--- src/uart_dbg_config.svh ---
// Build settings for the UART debug server, included by the RTL and the testbench
`ifndef UART_DBG_CONFIG_SVH
`define UART_DBG_CONFIG_SVH

////////////////////
// Serial timing
////////////////////

// Clock cycles per serial bit
`define UART_DBG_CLKS_PER_BIT 16

// 1 adds an even parity bit after the data bits
`define UART_DBG_PARITY_EN 1

////////////////////
// Local memory
////////////////////

// Bytes of local memory, a power of two
`define UART_DBG_MEM_DEPTH 256

`endif

--- src/uart_dbg_pkg.sv ---
// Shared types, protocol byte codes and engine states of the UART debug server
`default_nettype none

`include "uart_dbg_config.svh"

package uart_dbg_pkg;

  typedef logic [7:0]  dbg_byte_t;
  typedef logic [63:0] dbg_addr_t;
  typedef logic [63:0] dbg_len_t;
  typedef logic [31:0] dbg_word_t;

  // Local memory index, wraps at the memory depth
  typedef logic [$clog2(`UART_DBG_MEM_DEPTH)-1:0] mem_idx_t;

  // Protocol byte codes
  localparam dbg_byte_t CMD_READ  = 8'h11;
  localparam dbg_byte_t CMD_WRITE = 8'h12;
  localparam dbg_byte_t CMD_EXEC  = 8'h13;
  localparam dbg_byte_t CODE_ACK  = 8'h06;
  localparam dbg_byte_t CODE_EOT  = 8'h04;
  localparam dbg_byte_t CODE_EOC  = 8'h14;

  typedef enum logic [3:0] {
    ST_IDLE,
    ST_HDR_ADDR,
    ST_HDR_LEN,
    ST_EXEC_ADDR,
    ST_ACK,
    ST_RD_FETCH,
    ST_RD_LOAD,
    ST_RD_SEND,
    ST_WR_DATA,
    ST_LAST,
    ST_EOC
  } dbg_state_e;

endpackage

`default_nettype wire

--- src/uart_byte_if.sv ---
// Byte stream between the UART receiver or transmitter and the command engine
`timescale 1ns/1ps
`default_nettype none

interface uart_byte_if;
  import uart_dbg_pkg::*;

  logic      valid;
  logic      ready;
  dbg_byte_t data;
  logic      err;

  // Producer side
  modport src (
    output valid,
    output data,
    output err,
    input  ready
  );

  // Consumer side
  modport snk (
    input  valid,
    input  data,
    input  err,
    output ready
  );

endinterface

`default_nettype wire

--- src/uart_rx.sv ---
// UART receiver: samples the line mid-bit and strobes each byte or a framing error
`timescale 1ns/1ps
`default_nettype none

`include "uart_dbg_config.svh"

module uart_rx (
  input  logic     clk,
  input  logic     rst_i,
  input  logic     rx_i,
  uart_byte_if.src byte_o
);
  import uart_dbg_pkg::*;

  localparam int               CPB      = `UART_DBG_CLKS_PER_BIT;
  localparam int               CNT_W    = $clog2(CPB);
  localparam logic [CNT_W-1:0] BIT_END  = CNT_W'(CPB - 1);
  localparam logic [CNT_W-1:0] HALF_END = CNT_W'(CPB / 2 - 1);
  localparam bit               PAR_EN   = (`UART_DBG_PARITY_EN != 0);

  typedef enum logic [2:0] {RX_IDLE, RX_START, RX_DATA, RX_PARITY, RX_STOP} rx_state_e;

  rx_state_e        state_q;
  logic [1:0]       sync_q;
  logic             rx_s;
  logic [CNT_W-1:0] clk_cnt_q;
  logic [2:0]       bit_cnt_q;
  dbg_byte_t        shreg_q;
  logic             par_err_q;
  logic             valid_q;
  logic             err_q;
  logic             bit_tick;

  // Two-flop synchronizer, idles high like the line
  always_ff @(posedge clk) begin
    if (rst_i) begin
      sync_q <= 2'b11;
    end else begin
      sync_q <= {sync_q[0], rx_i};
    end
  end

  assign rx_s     = sync_q[1];
  assign bit_tick = (clk_cnt_q == BIT_END);

  always_ff @(posedge clk) begin
    if (rst_i) begin
      state_q   <= RX_IDLE;
      clk_cnt_q <= '0;
      bit_cnt_q <= '0;
      par_err_q <= 1'b0;
      valid_q   <= 1'b0;
      err_q     <= 1'b0;
    end else begin
      valid_q   <= 1'b0;
      err_q     <= 1'b0;
      clk_cnt_q <= bit_tick ? '0 : clk_cnt_q + CNT_W'(1);
      case (state_q)
        RX_IDLE: begin
          clk_cnt_q <= '0;
          if (!rx_s) state_q <= RX_START;
        end
        RX_START: begin
          // Glitches shorter than half a bit fall back to idle
          if (clk_cnt_q == HALF_END) begin
            clk_cnt_q <= '0;
            bit_cnt_q <= '0;
            par_err_q <= 1'b0;
            state_q   <= rx_s ? RX_IDLE : RX_DATA;
          end
        end
        RX_DATA: begin
          if (bit_tick) begin
            shreg_q   <= {rx_s, shreg_q[7:1]};
            bit_cnt_q <= bit_cnt_q + 3'd1;
            if (bit_cnt_q == 3'd7) state_q <= PAR_EN ? RX_PARITY : RX_STOP;
          end
        end
        RX_PARITY: begin
          if (bit_tick) begin
            par_err_q <= rx_s ^ (^shreg_q);
            state_q   <= RX_STOP;
          end
        end
        RX_STOP: begin
          if (bit_tick) begin
            if (rx_s && !par_err_q) valid_q <= 1'b1;
            else err_q <= 1'b1;
            state_q <= RX_IDLE;
          end
        end
        default: state_q <= RX_IDLE;
      endcase
    end
  end

  assign byte_o.valid = valid_q;
  assign byte_o.err   = err_q;
  assign byte_o.data  = shreg_q;

endmodule

`default_nettype wire

--- src/uart_tx.sv ---
// UART transmitter: serializes one accepted byte at a time, line idles high
`timescale 1ns/1ps
`default_nettype none

`include "uart_dbg_config.svh"

module uart_tx (
  input  logic     clk,
  input  logic     rst_i,
  uart_byte_if.snk byte_i,
  output logic     tx_o
);
  import uart_dbg_pkg::*;

  localparam int               CPB     = `UART_DBG_CLKS_PER_BIT;
  localparam int               CNT_W   = $clog2(CPB);
  localparam logic [CNT_W-1:0] BIT_END = CNT_W'(CPB - 1);
  localparam bit               PAR_EN  = (`UART_DBG_PARITY_EN != 0);

  typedef enum logic [2:0] {TX_IDLE, TX_START, TX_DATA, TX_PARITY, TX_STOP} tx_state_e;

  tx_state_e        state_q;
  logic [CNT_W-1:0] clk_cnt_q;
  logic [2:0]       bit_cnt_q;
  dbg_byte_t        shreg_q;
  logic             par_q;
  logic             line_q;
  logic             bit_tick;
  logic             accept;

  assign byte_i.ready = (state_q == TX_IDLE);
  assign accept       = byte_i.valid & byte_i.ready;
  assign bit_tick     = (clk_cnt_q == BIT_END);
  assign tx_o         = line_q;

  always_ff @(posedge clk) begin
    if (rst_i) begin
      state_q   <= TX_IDLE;
      clk_cnt_q <= '0;
      bit_cnt_q <= '0;
      line_q    <= 1'b1;
    end else begin
      clk_cnt_q <= bit_tick ? '0 : clk_cnt_q + CNT_W'(1);
      case (state_q)
        TX_IDLE: begin
          clk_cnt_q <= '0;
          // Start bit goes out on the cycle after acceptance
          if (accept) begin
            shreg_q <= byte_i.data;
            par_q   <= ^byte_i.data;
            line_q  <= 1'b0;
            state_q <= TX_START;
          end
        end
        TX_START: begin
          if (bit_tick) begin
            line_q    <= shreg_q[0];
            shreg_q   <= shreg_q >> 1;
            bit_cnt_q <= '0;
            state_q   <= TX_DATA;
          end
        end
        TX_DATA: begin
          if (bit_tick) begin
            if (bit_cnt_q == 3'd7) begin
              line_q  <= PAR_EN ? par_q : 1'b1;
              state_q <= PAR_EN ? TX_PARITY : TX_STOP;
            end else begin
              line_q    <= shreg_q[0];
              shreg_q   <= shreg_q >> 1;
              bit_cnt_q <= bit_cnt_q + 3'd1;
            end
          end
        end
        TX_PARITY: begin
          if (bit_tick) begin
            line_q  <= 1'b1;
            state_q <= TX_STOP;
          end
        end
        TX_STOP: begin
          if (bit_tick) state_q <= TX_IDLE;
        end
        default: state_q <= TX_IDLE;
      endcase
    end
  end

endmodule

`default_nettype wire

--- src/dbg_mem.sv ---
// Byte-wide local memory with one write port and a registered read port
`timescale 1ns/1ps
`default_nettype none

`include "uart_dbg_config.svh"

module dbg_mem (
  input  logic                    clk,
  input  logic                    we_i,
  input  uart_dbg_pkg::mem_idx_t  waddr_i,
  input  uart_dbg_pkg::dbg_byte_t wdata_i,
  input  uart_dbg_pkg::mem_idx_t  raddr_i,
  output uart_dbg_pkg::dbg_byte_t rdata_o
);
  import uart_dbg_pkg::*;

  dbg_byte_t mem_q [`UART_DBG_MEM_DEPTH];

  // Read data follows the index by one cycle
  always_ff @(posedge clk) begin
    if (we_i) begin
      mem_q[waddr_i] <= wdata_i;
    end
    rdata_o <= mem_q[raddr_i];
  end

endmodule

`default_nettype wire

--- src/dbg_cmd_engine.sv ---
// Debug protocol engine: decodes host commands, moves memory bytes, reports exec and EOC
`timescale 1ns/1ps
`default_nettype none

module dbg_cmd_engine (
  input  logic                    clk,
  input  logic                    rst_i,
  uart_byte_if.snk                rx_i,
  uart_byte_if.src                tx_o,
  output logic                    mem_we_o,
  output uart_dbg_pkg::mem_idx_t  mem_waddr_o,
  output uart_dbg_pkg::dbg_byte_t mem_wdata_o,
  output uart_dbg_pkg::mem_idx_t  mem_raddr_o,
  input  uart_dbg_pkg::dbg_byte_t mem_rdata_i,
  output logic                    exec_o,
  output uart_dbg_pkg::dbg_addr_t exec_addr_o,
  input  logic                    eoc_i,
  input  uart_dbg_pkg::dbg_word_t exit_code_i,
  output logic                    busy_o
);
  import uart_dbg_pkg::*;

  localparam int IDX_W = $bits(mem_idx_t);

  dbg_state_e state_q;
  dbg_byte_t  cmd_q;
  dbg_addr_t  addr_q;
  dbg_len_t   len_q;
  dbg_len_t   offs_q;
  dbg_word_t  code_q;
  dbg_byte_t  tx_data_q;
  logic       tx_valid_q;
  logic [2:0] cnt_q;
  logic       exec_q;
  mem_idx_t   cur_idx;
  logic       rx_hit;
  logic       tx_done;
  logic       last_byte;

  ////////////////////
  // Datapath
  ////////////////////

  assign rx_hit    = rx_i.valid;
  assign tx_done   = tx_valid_q & tx_o.ready;
  assign last_byte = (offs_q + dbg_len_t'(1) == len_q);

  // Address wraps at the memory depth
  assign cur_idx = addr_q[IDX_W-1:0] + offs_q[IDX_W-1:0];

  // Receiver has no back-pressure
  assign rx_i.ready = 1'b1;

  assign tx_o.valid = tx_valid_q;
  assign tx_o.data  = tx_data_q;
  assign tx_o.err   = 1'b0;

  assign mem_we_o    = (state_q == ST_WR_DATA) & rx_hit;
  assign mem_waddr_o = cur_idx;
  assign mem_wdata_o = rx_i.data;
  assign mem_raddr_o = cur_idx;

  assign exec_o      = exec_q;
  assign exec_addr_o = addr_q;
  assign busy_o      = (state_q != ST_IDLE);

  ////////////////////
  // Protocol FSM
  ////////////////////

  always_ff @(posedge clk) begin
    if (rst_i) begin
      state_q    <= ST_IDLE;
      tx_valid_q <= 1'b0;
      cnt_q      <= '0;
      offs_q     <= '0;
      exec_q     <= 1'b0;
    end else begin
      exec_q <= 1'b0;
      case (state_q)
        ST_IDLE: begin
          cnt_q  <= '0;
          offs_q <= '0;
          if (rx_hit) begin
            cmd_q <= rx_i.data;
            case (rx_i.data)
              CODE_ACK: begin
                tx_data_q  <= CODE_ACK;
                tx_valid_q <= 1'b1;
                state_q    <= ST_LAST;
              end
              CMD_READ, CMD_WRITE: state_q <= ST_HDR_ADDR;
              CMD_EXEC: state_q <= ST_EXEC_ADDR;
              default: state_q <= ST_IDLE;
            endcase
          end else if (eoc_i) begin
            code_q     <= exit_code_i;
            tx_data_q  <= CODE_EOC;
            tx_valid_q <= 1'b1;
            state_q    <= ST_EOC;
          end
        end
        // Address bytes arrive LSB first
        ST_HDR_ADDR, ST_EXEC_ADDR: begin
          if (rx_hit) begin
            addr_q <= {rx_i.data, addr_q[63:8]};
            cnt_q  <= cnt_q + 3'd1;
            if (cnt_q == 3'd7) begin
              if (state_q == ST_EXEC_ADDR) begin
                exec_q     <= 1'b1;
                tx_data_q  <= CODE_ACK;
                tx_valid_q <= 1'b1;
                state_q    <= ST_LAST;
              end else begin
                state_q <= ST_HDR_LEN;
              end
            end
          end
        end
        ST_HDR_LEN: begin
          if (rx_hit) begin
            len_q <= {rx_i.data, len_q[63:8]};
            cnt_q <= cnt_q + 3'd1;
            if (cnt_q == 3'd7) begin
              tx_data_q  <= CODE_ACK;
              tx_valid_q <= 1'b1;
              state_q    <= ST_ACK;
            end
          end
        end
        ST_ACK: begin
          if (tx_done) begin
            if (len_q == '0) begin
              tx_data_q <= CODE_EOT;
              state_q   <= ST_LAST;
            end else begin
              tx_valid_q <= 1'b0;
              state_q    <= (cmd_q == CMD_READ) ? ST_RD_FETCH : ST_WR_DATA;
            end
          end
        end
        // Index is presented here, data comes back next cycle
        ST_RD_FETCH: state_q <= ST_RD_LOAD;
        ST_RD_LOAD: begin
          tx_data_q  <= mem_rdata_i;
          tx_valid_q <= 1'b1;
          state_q    <= ST_RD_SEND;
        end
        ST_RD_SEND: begin
          if (tx_done) begin
            offs_q <= offs_q + dbg_len_t'(1);
            if (last_byte) begin
              tx_data_q <= CODE_EOT;
              state_q   <= ST_LAST;
            end else begin
              tx_valid_q <= 1'b0;
              state_q    <= ST_RD_FETCH;
            end
          end
        end
        ST_WR_DATA: begin
          if (rx_hit) begin
            offs_q <= offs_q + dbg_len_t'(1);
            if (last_byte) begin
              tx_data_q  <= CODE_EOT;
              tx_valid_q <= 1'b1;
              state_q    <= ST_LAST;
            end
          end
        end
        ST_LAST: begin
          if (tx_done) begin
            tx_valid_q <= 1'b0;
            state_q    <= ST_IDLE;
          end
        end
        // EOC byte first, then four exit code bytes LSB first
        ST_EOC: begin
          if (tx_done) begin
            if (cnt_q == 3'd4) begin
              tx_valid_q <= 1'b0;
              state_q    <= ST_IDLE;
            end else begin
              tx_data_q <= code_q[7:0];
              code_q    <= code_q >> 8;
              cnt_q     <= cnt_q + 3'd1;
            end
          end
        end
        default: state_q <= ST_IDLE;
      endcase
    end
  end

endmodule

`default_nettype wire

--- src/uart_dbg_top.sv ---
// Top level of the UART debug server: receiver, transmitter, command engine and memory
`timescale 1ns/1ps
`default_nettype none

module uart_dbg_top (
  input  logic                    clk,
  input  logic                    rst_i,
  input  logic                    uart_rx_i,
  output logic                    uart_tx_o,
  output logic                    exec_o,
  output uart_dbg_pkg::dbg_addr_t exec_addr_o,
  input  logic                    eoc_i,
  input  uart_dbg_pkg::dbg_word_t exit_code_i,
  output logic                    busy_o,
  output logic                    rx_err_o
);
  import uart_dbg_pkg::*;

  uart_byte_if rx_bus ();
  uart_byte_if tx_bus ();

  logic      mem_we;
  mem_idx_t  mem_waddr;
  mem_idx_t  mem_raddr;
  dbg_byte_t mem_wdata;
  dbg_byte_t mem_rdata;

  uart_rx i_uart_rx (
    .clk   (clk),
    .rst_i (rst_i),
    .rx_i  (uart_rx_i),
    .byte_o(rx_bus)
  );

  uart_tx i_uart_tx (
    .clk   (clk),
    .rst_i (rst_i),
    .byte_i(tx_bus),
    .tx_o  (uart_tx_o)
  );

  dbg_cmd_engine i_dbg_cmd_engine (
    .clk        (clk),
    .rst_i      (rst_i),
    .rx_i       (rx_bus),
    .tx_o       (tx_bus),
    .mem_we_o   (mem_we),
    .mem_waddr_o(mem_waddr),
    .mem_wdata_o(mem_wdata),
    .mem_raddr_o(mem_raddr),
    .mem_rdata_i(mem_rdata),
    .exec_o     (exec_o),
    .exec_addr_o(exec_addr_o),
    .eoc_i      (eoc_i),
    .exit_code_i(exit_code_i),
    .busy_o     (busy_o)
  );

  dbg_mem i_dbg_mem (
    .clk    (clk),
    .we_i   (mem_we),
    .waddr_i(mem_waddr),
    .wdata_i(mem_wdata),
    .raddr_i(mem_raddr),
    .rdata_o(mem_rdata)
  );

  // Parity or stop-bit failure strobe
  assign rx_err_o = rx_bus.err;

endmodule

`default_nettype wire

--- config.mk ---
export PLATFORM = sky130hd
export DESIGN_NAME = uart_dbg_top
export DESIGN_NICKNAME = d
export VERILOG_FILES = /design/src/uart_dbg_pkg.sv /design/src/uart_byte_if.sv /design/src/uart_rx.sv /design/src/uart_tx.sv /design/src/dbg_mem.sv /design/src/dbg_cmd_engine.sv /design/src/uart_dbg_top.sv
export VERILOG_INCLUDE_DIRS = /design/src /design/src/src
export SDC_FILE = /design/constraint.sdc
export NUM_CORES = 2
export LEC_CHECK = 0
export BUFFER_PORTS_ARGS = -buffer_cell sky130_fd_sc_hd__buf_2
export CORE_AREA = 2 2 301 526
export CTS_BUF_LIST = sky130_fd_sc_hd__clkbuf_4 sky130_fd_sc_hd__clkbuf_8
export CTS_CLUSTER_DIAMETER = 50
export CTS_CLUSTER_SIZE = 20
export DETAILED_ROUTE_END_ITERATION = 6
export DIE_AREA = 0 0 303 528
export PLACE_DENSITY_LB_ADDON = 0.15
export SLEW_MARGIN = 5
export SYNTH_ARGS = -nofsm -noshare
export SYNTH_HDL_FRONTEND = slang
export SYNTH_HIERARCHICAL = 1
export SYNTH_SLANG_ARGS = --single-unit
--- constraint.sdc ---
create_clock -name clk -period 11.5 [get_ports clk]
set_input_delay 1.15 -clock clk [delete_from_list [all_inputs] [get_ports clk]]
set_output_delay 1.15 -clock clk [all_outputs]
set_load 0.01 [all_outputs]
==> reports/qor.txt <==
Slew Limit Headroom: 3.914%
CP Capture Type: register
H-tree levels: 4
Die Y: 528 um
Synth Net Count: 5211
Residual DRC: 50
Clk Latency, worst-skew pair: 940 ps
vias in the first global route: 49.99k
Max-Cap Viols: 0
initial antenna violation count: 7
DR pass1 iterations: 7
pin count of the biggest net entering global routing: 196
final wirelength: 242200 um
Num CTS Buffers: 154
post-cts sizing count: 0
Hold Crit Class: input pin to register
Synth Warn #: 6
first-pass GRT wire length: 348300 um
CP Launch Type: register
clk root buf: clkbuf_8
gr usage total: 30.53%
initial core utilization: 60.57%
WP data arrival: 6450 ps
Layout Skew: 58.43 ps
highest-count cells in the layout ignoring fill and taps: edfxtp_1 (2241), mux4_2 (454), nor2_1 (408), a21oi_1 (201), clkbuf_8 (160)
Cell Pwr Density: 156.6 nW/um^2
Die W: 303 um
Finish-stage setup viols: 0
CTS Buffer Depth: 4
Post-CTS Hold Buffers: 0
Mapped Area: 94440 sq um
CP Class: register to register
CTS tree: done
Final Cycle Share: 49.40%
outcome: complete, but fails checks
final worst slack: 5819 ps
# rows: 192
Final Max Slew Viols: 0
Avg Cell Area, Syn: 18.31 sq um
WL/cell: 33.28 um
Worst Max-Slew Pin Slew: 1428 ps
P&R area growth vs syn: 5.167%
power share of the clock group: 25.9%
cells after synthesis: 5157
GP Congestion: 0.9858
failing checks: design-rule violations
Vias per Instance: 6.782
Final nets: 5229
Internal: 11.64 mW
DP Worst Slack: 5993 ps
RSZ-0062 raised after global routing: false
Net Switching: 3.905 mW
most common cell after layout, fill and taps aside: edfxtp_1
GRT overflow: 0
via count: 49.35k
CP Max Fanout: 58
Clock Sinks: 2348
endpoints failing hold: 0
I/O pin total: 104
Period minus WS final: 5681 ps
Req. time, crit path: 12270 ps
core area: 155900 sq um
Flop pwr share: 60.1%
postcts setup bufs: 0
Lkg Pwr: 30.17 nW
combinational share of power: 14.0%
post-route ant nets: 0
switching share of power: 25.11%
Buffers on Ports: 103
Final HPWL DP: 155100 um
largest vdd supply drop: 0.09500 mV
Fin Setup TNS: 0 ps
Initial DRC Count: 5364
fmax: 0.1760 GHz
share of layout cells above drive strength 1: 18.49%
DIE AREA: 160000 sq um
clock slew at reported path FFs: 120 ps
[path summary, 6_finish.rpt]
kind         cells past startpoint  slack, ps                              from                               end
max reg2reg                     12       5820        i_dbg_cmd_engine/offs_q[0]              i_dbg_mem/rdata_o[1]
min                              2        440                         uart_rx_i               i_uart_rx/sync_q[0]
max                             12       5820        i_dbg_cmd_engine/offs_q[0]              i_dbg_mem/rdata_o[1]
min reg2reg                      0        460  i_dbg_cmd_engine/exec_addr_o[45]  i_dbg_cmd_engine/exec_addr_o[37]
[power groups by stage]
stage | Clock (mW) | Sequential, mW | Combinational (mW)
after CTS | 4.10 | 9.34 | 2.19
after global placement | 0 | 9.53 | 2.17
final | 4.03 | 9.34 | 2.18
after detailed placement | 0 | 9.53 | 2.19
after global routing | 4.35 | 9.35 | 2.30
after floorplan | 0 | 9.49 | 1.70
[per-layer routing]
layer | share of wire [%] | vias to the layer above | routed length, um | global-route usage, %
li1 | - | 20820 | - | -
met1 | 33 | 25830 | 80450 | 34.46
met2 | 54 | 2069 | 129600 | 54.58
met3 | 6.0 | 624 | 14490 | 4.100
met4 | 7.3 | 6 | 17610 | 18.68
met5 | 0.019 | - | 46 | 0
[cell type report]
type | instances | area (sq um)
antenna | 5 | 12.51
clock buffer | 178 | 2337
clock inverter | 37 | 397.9
fill | 10760 | 56590
inverter | 27 | 108.9
multi-input combinational | 2446 | 23110
sequential | 2348 | 69440
tap | 2037 | 2549
timing repair buffer | 198 | 1369
[per-stage QoR]
step | hold WS [ps] | utilization (%) | power [mW] | area [sq um] | std cells
6_report | 436.1 | 63.70 | 15.55 | 99320 | 7276
5_1_grt | 412.1 | 63.70 | 15.99 | 99310 | 7273
4_1_cts | 382.5 | 63.69 | 15.63 | 99300 | 7271
3_5_place_dp | 422.5 | 61.94 | 11.72 | 96570 | 7056
3_3_place_gp | 420.1 | 61.93 | 11.71 | 96560 | 7056
2_1_floorplan | 389.5 | - | 11.19 | 94440 | 5157
[critical path, cell delays in order, from the launching register on]
cell and delay [ps]:
dfxtp_1 550, ha_4 190, inv_1 40, fa_1 530, inv_8 500, buf_4 630
or2b_1 1000, o221ai_1 350, o211ai_1 250, a21oi_1 120, nor4_1 940, buf_4 290
nor4_1 70
[registers in the layout, summed over array words and instances, names as in the netlist, 32 cells and up]
register,flops
i_dbg_cmd_engine/len_q,64
i_dbg_cmd_engine/exec_addr_o,64
i_dbg_cmd_engine/offs_q,64
i_dbg_cmd_engine/code_q,32
i_dbg_mem/mem_q,2048
Note: power is estimated with default switching activity, not from simulation.
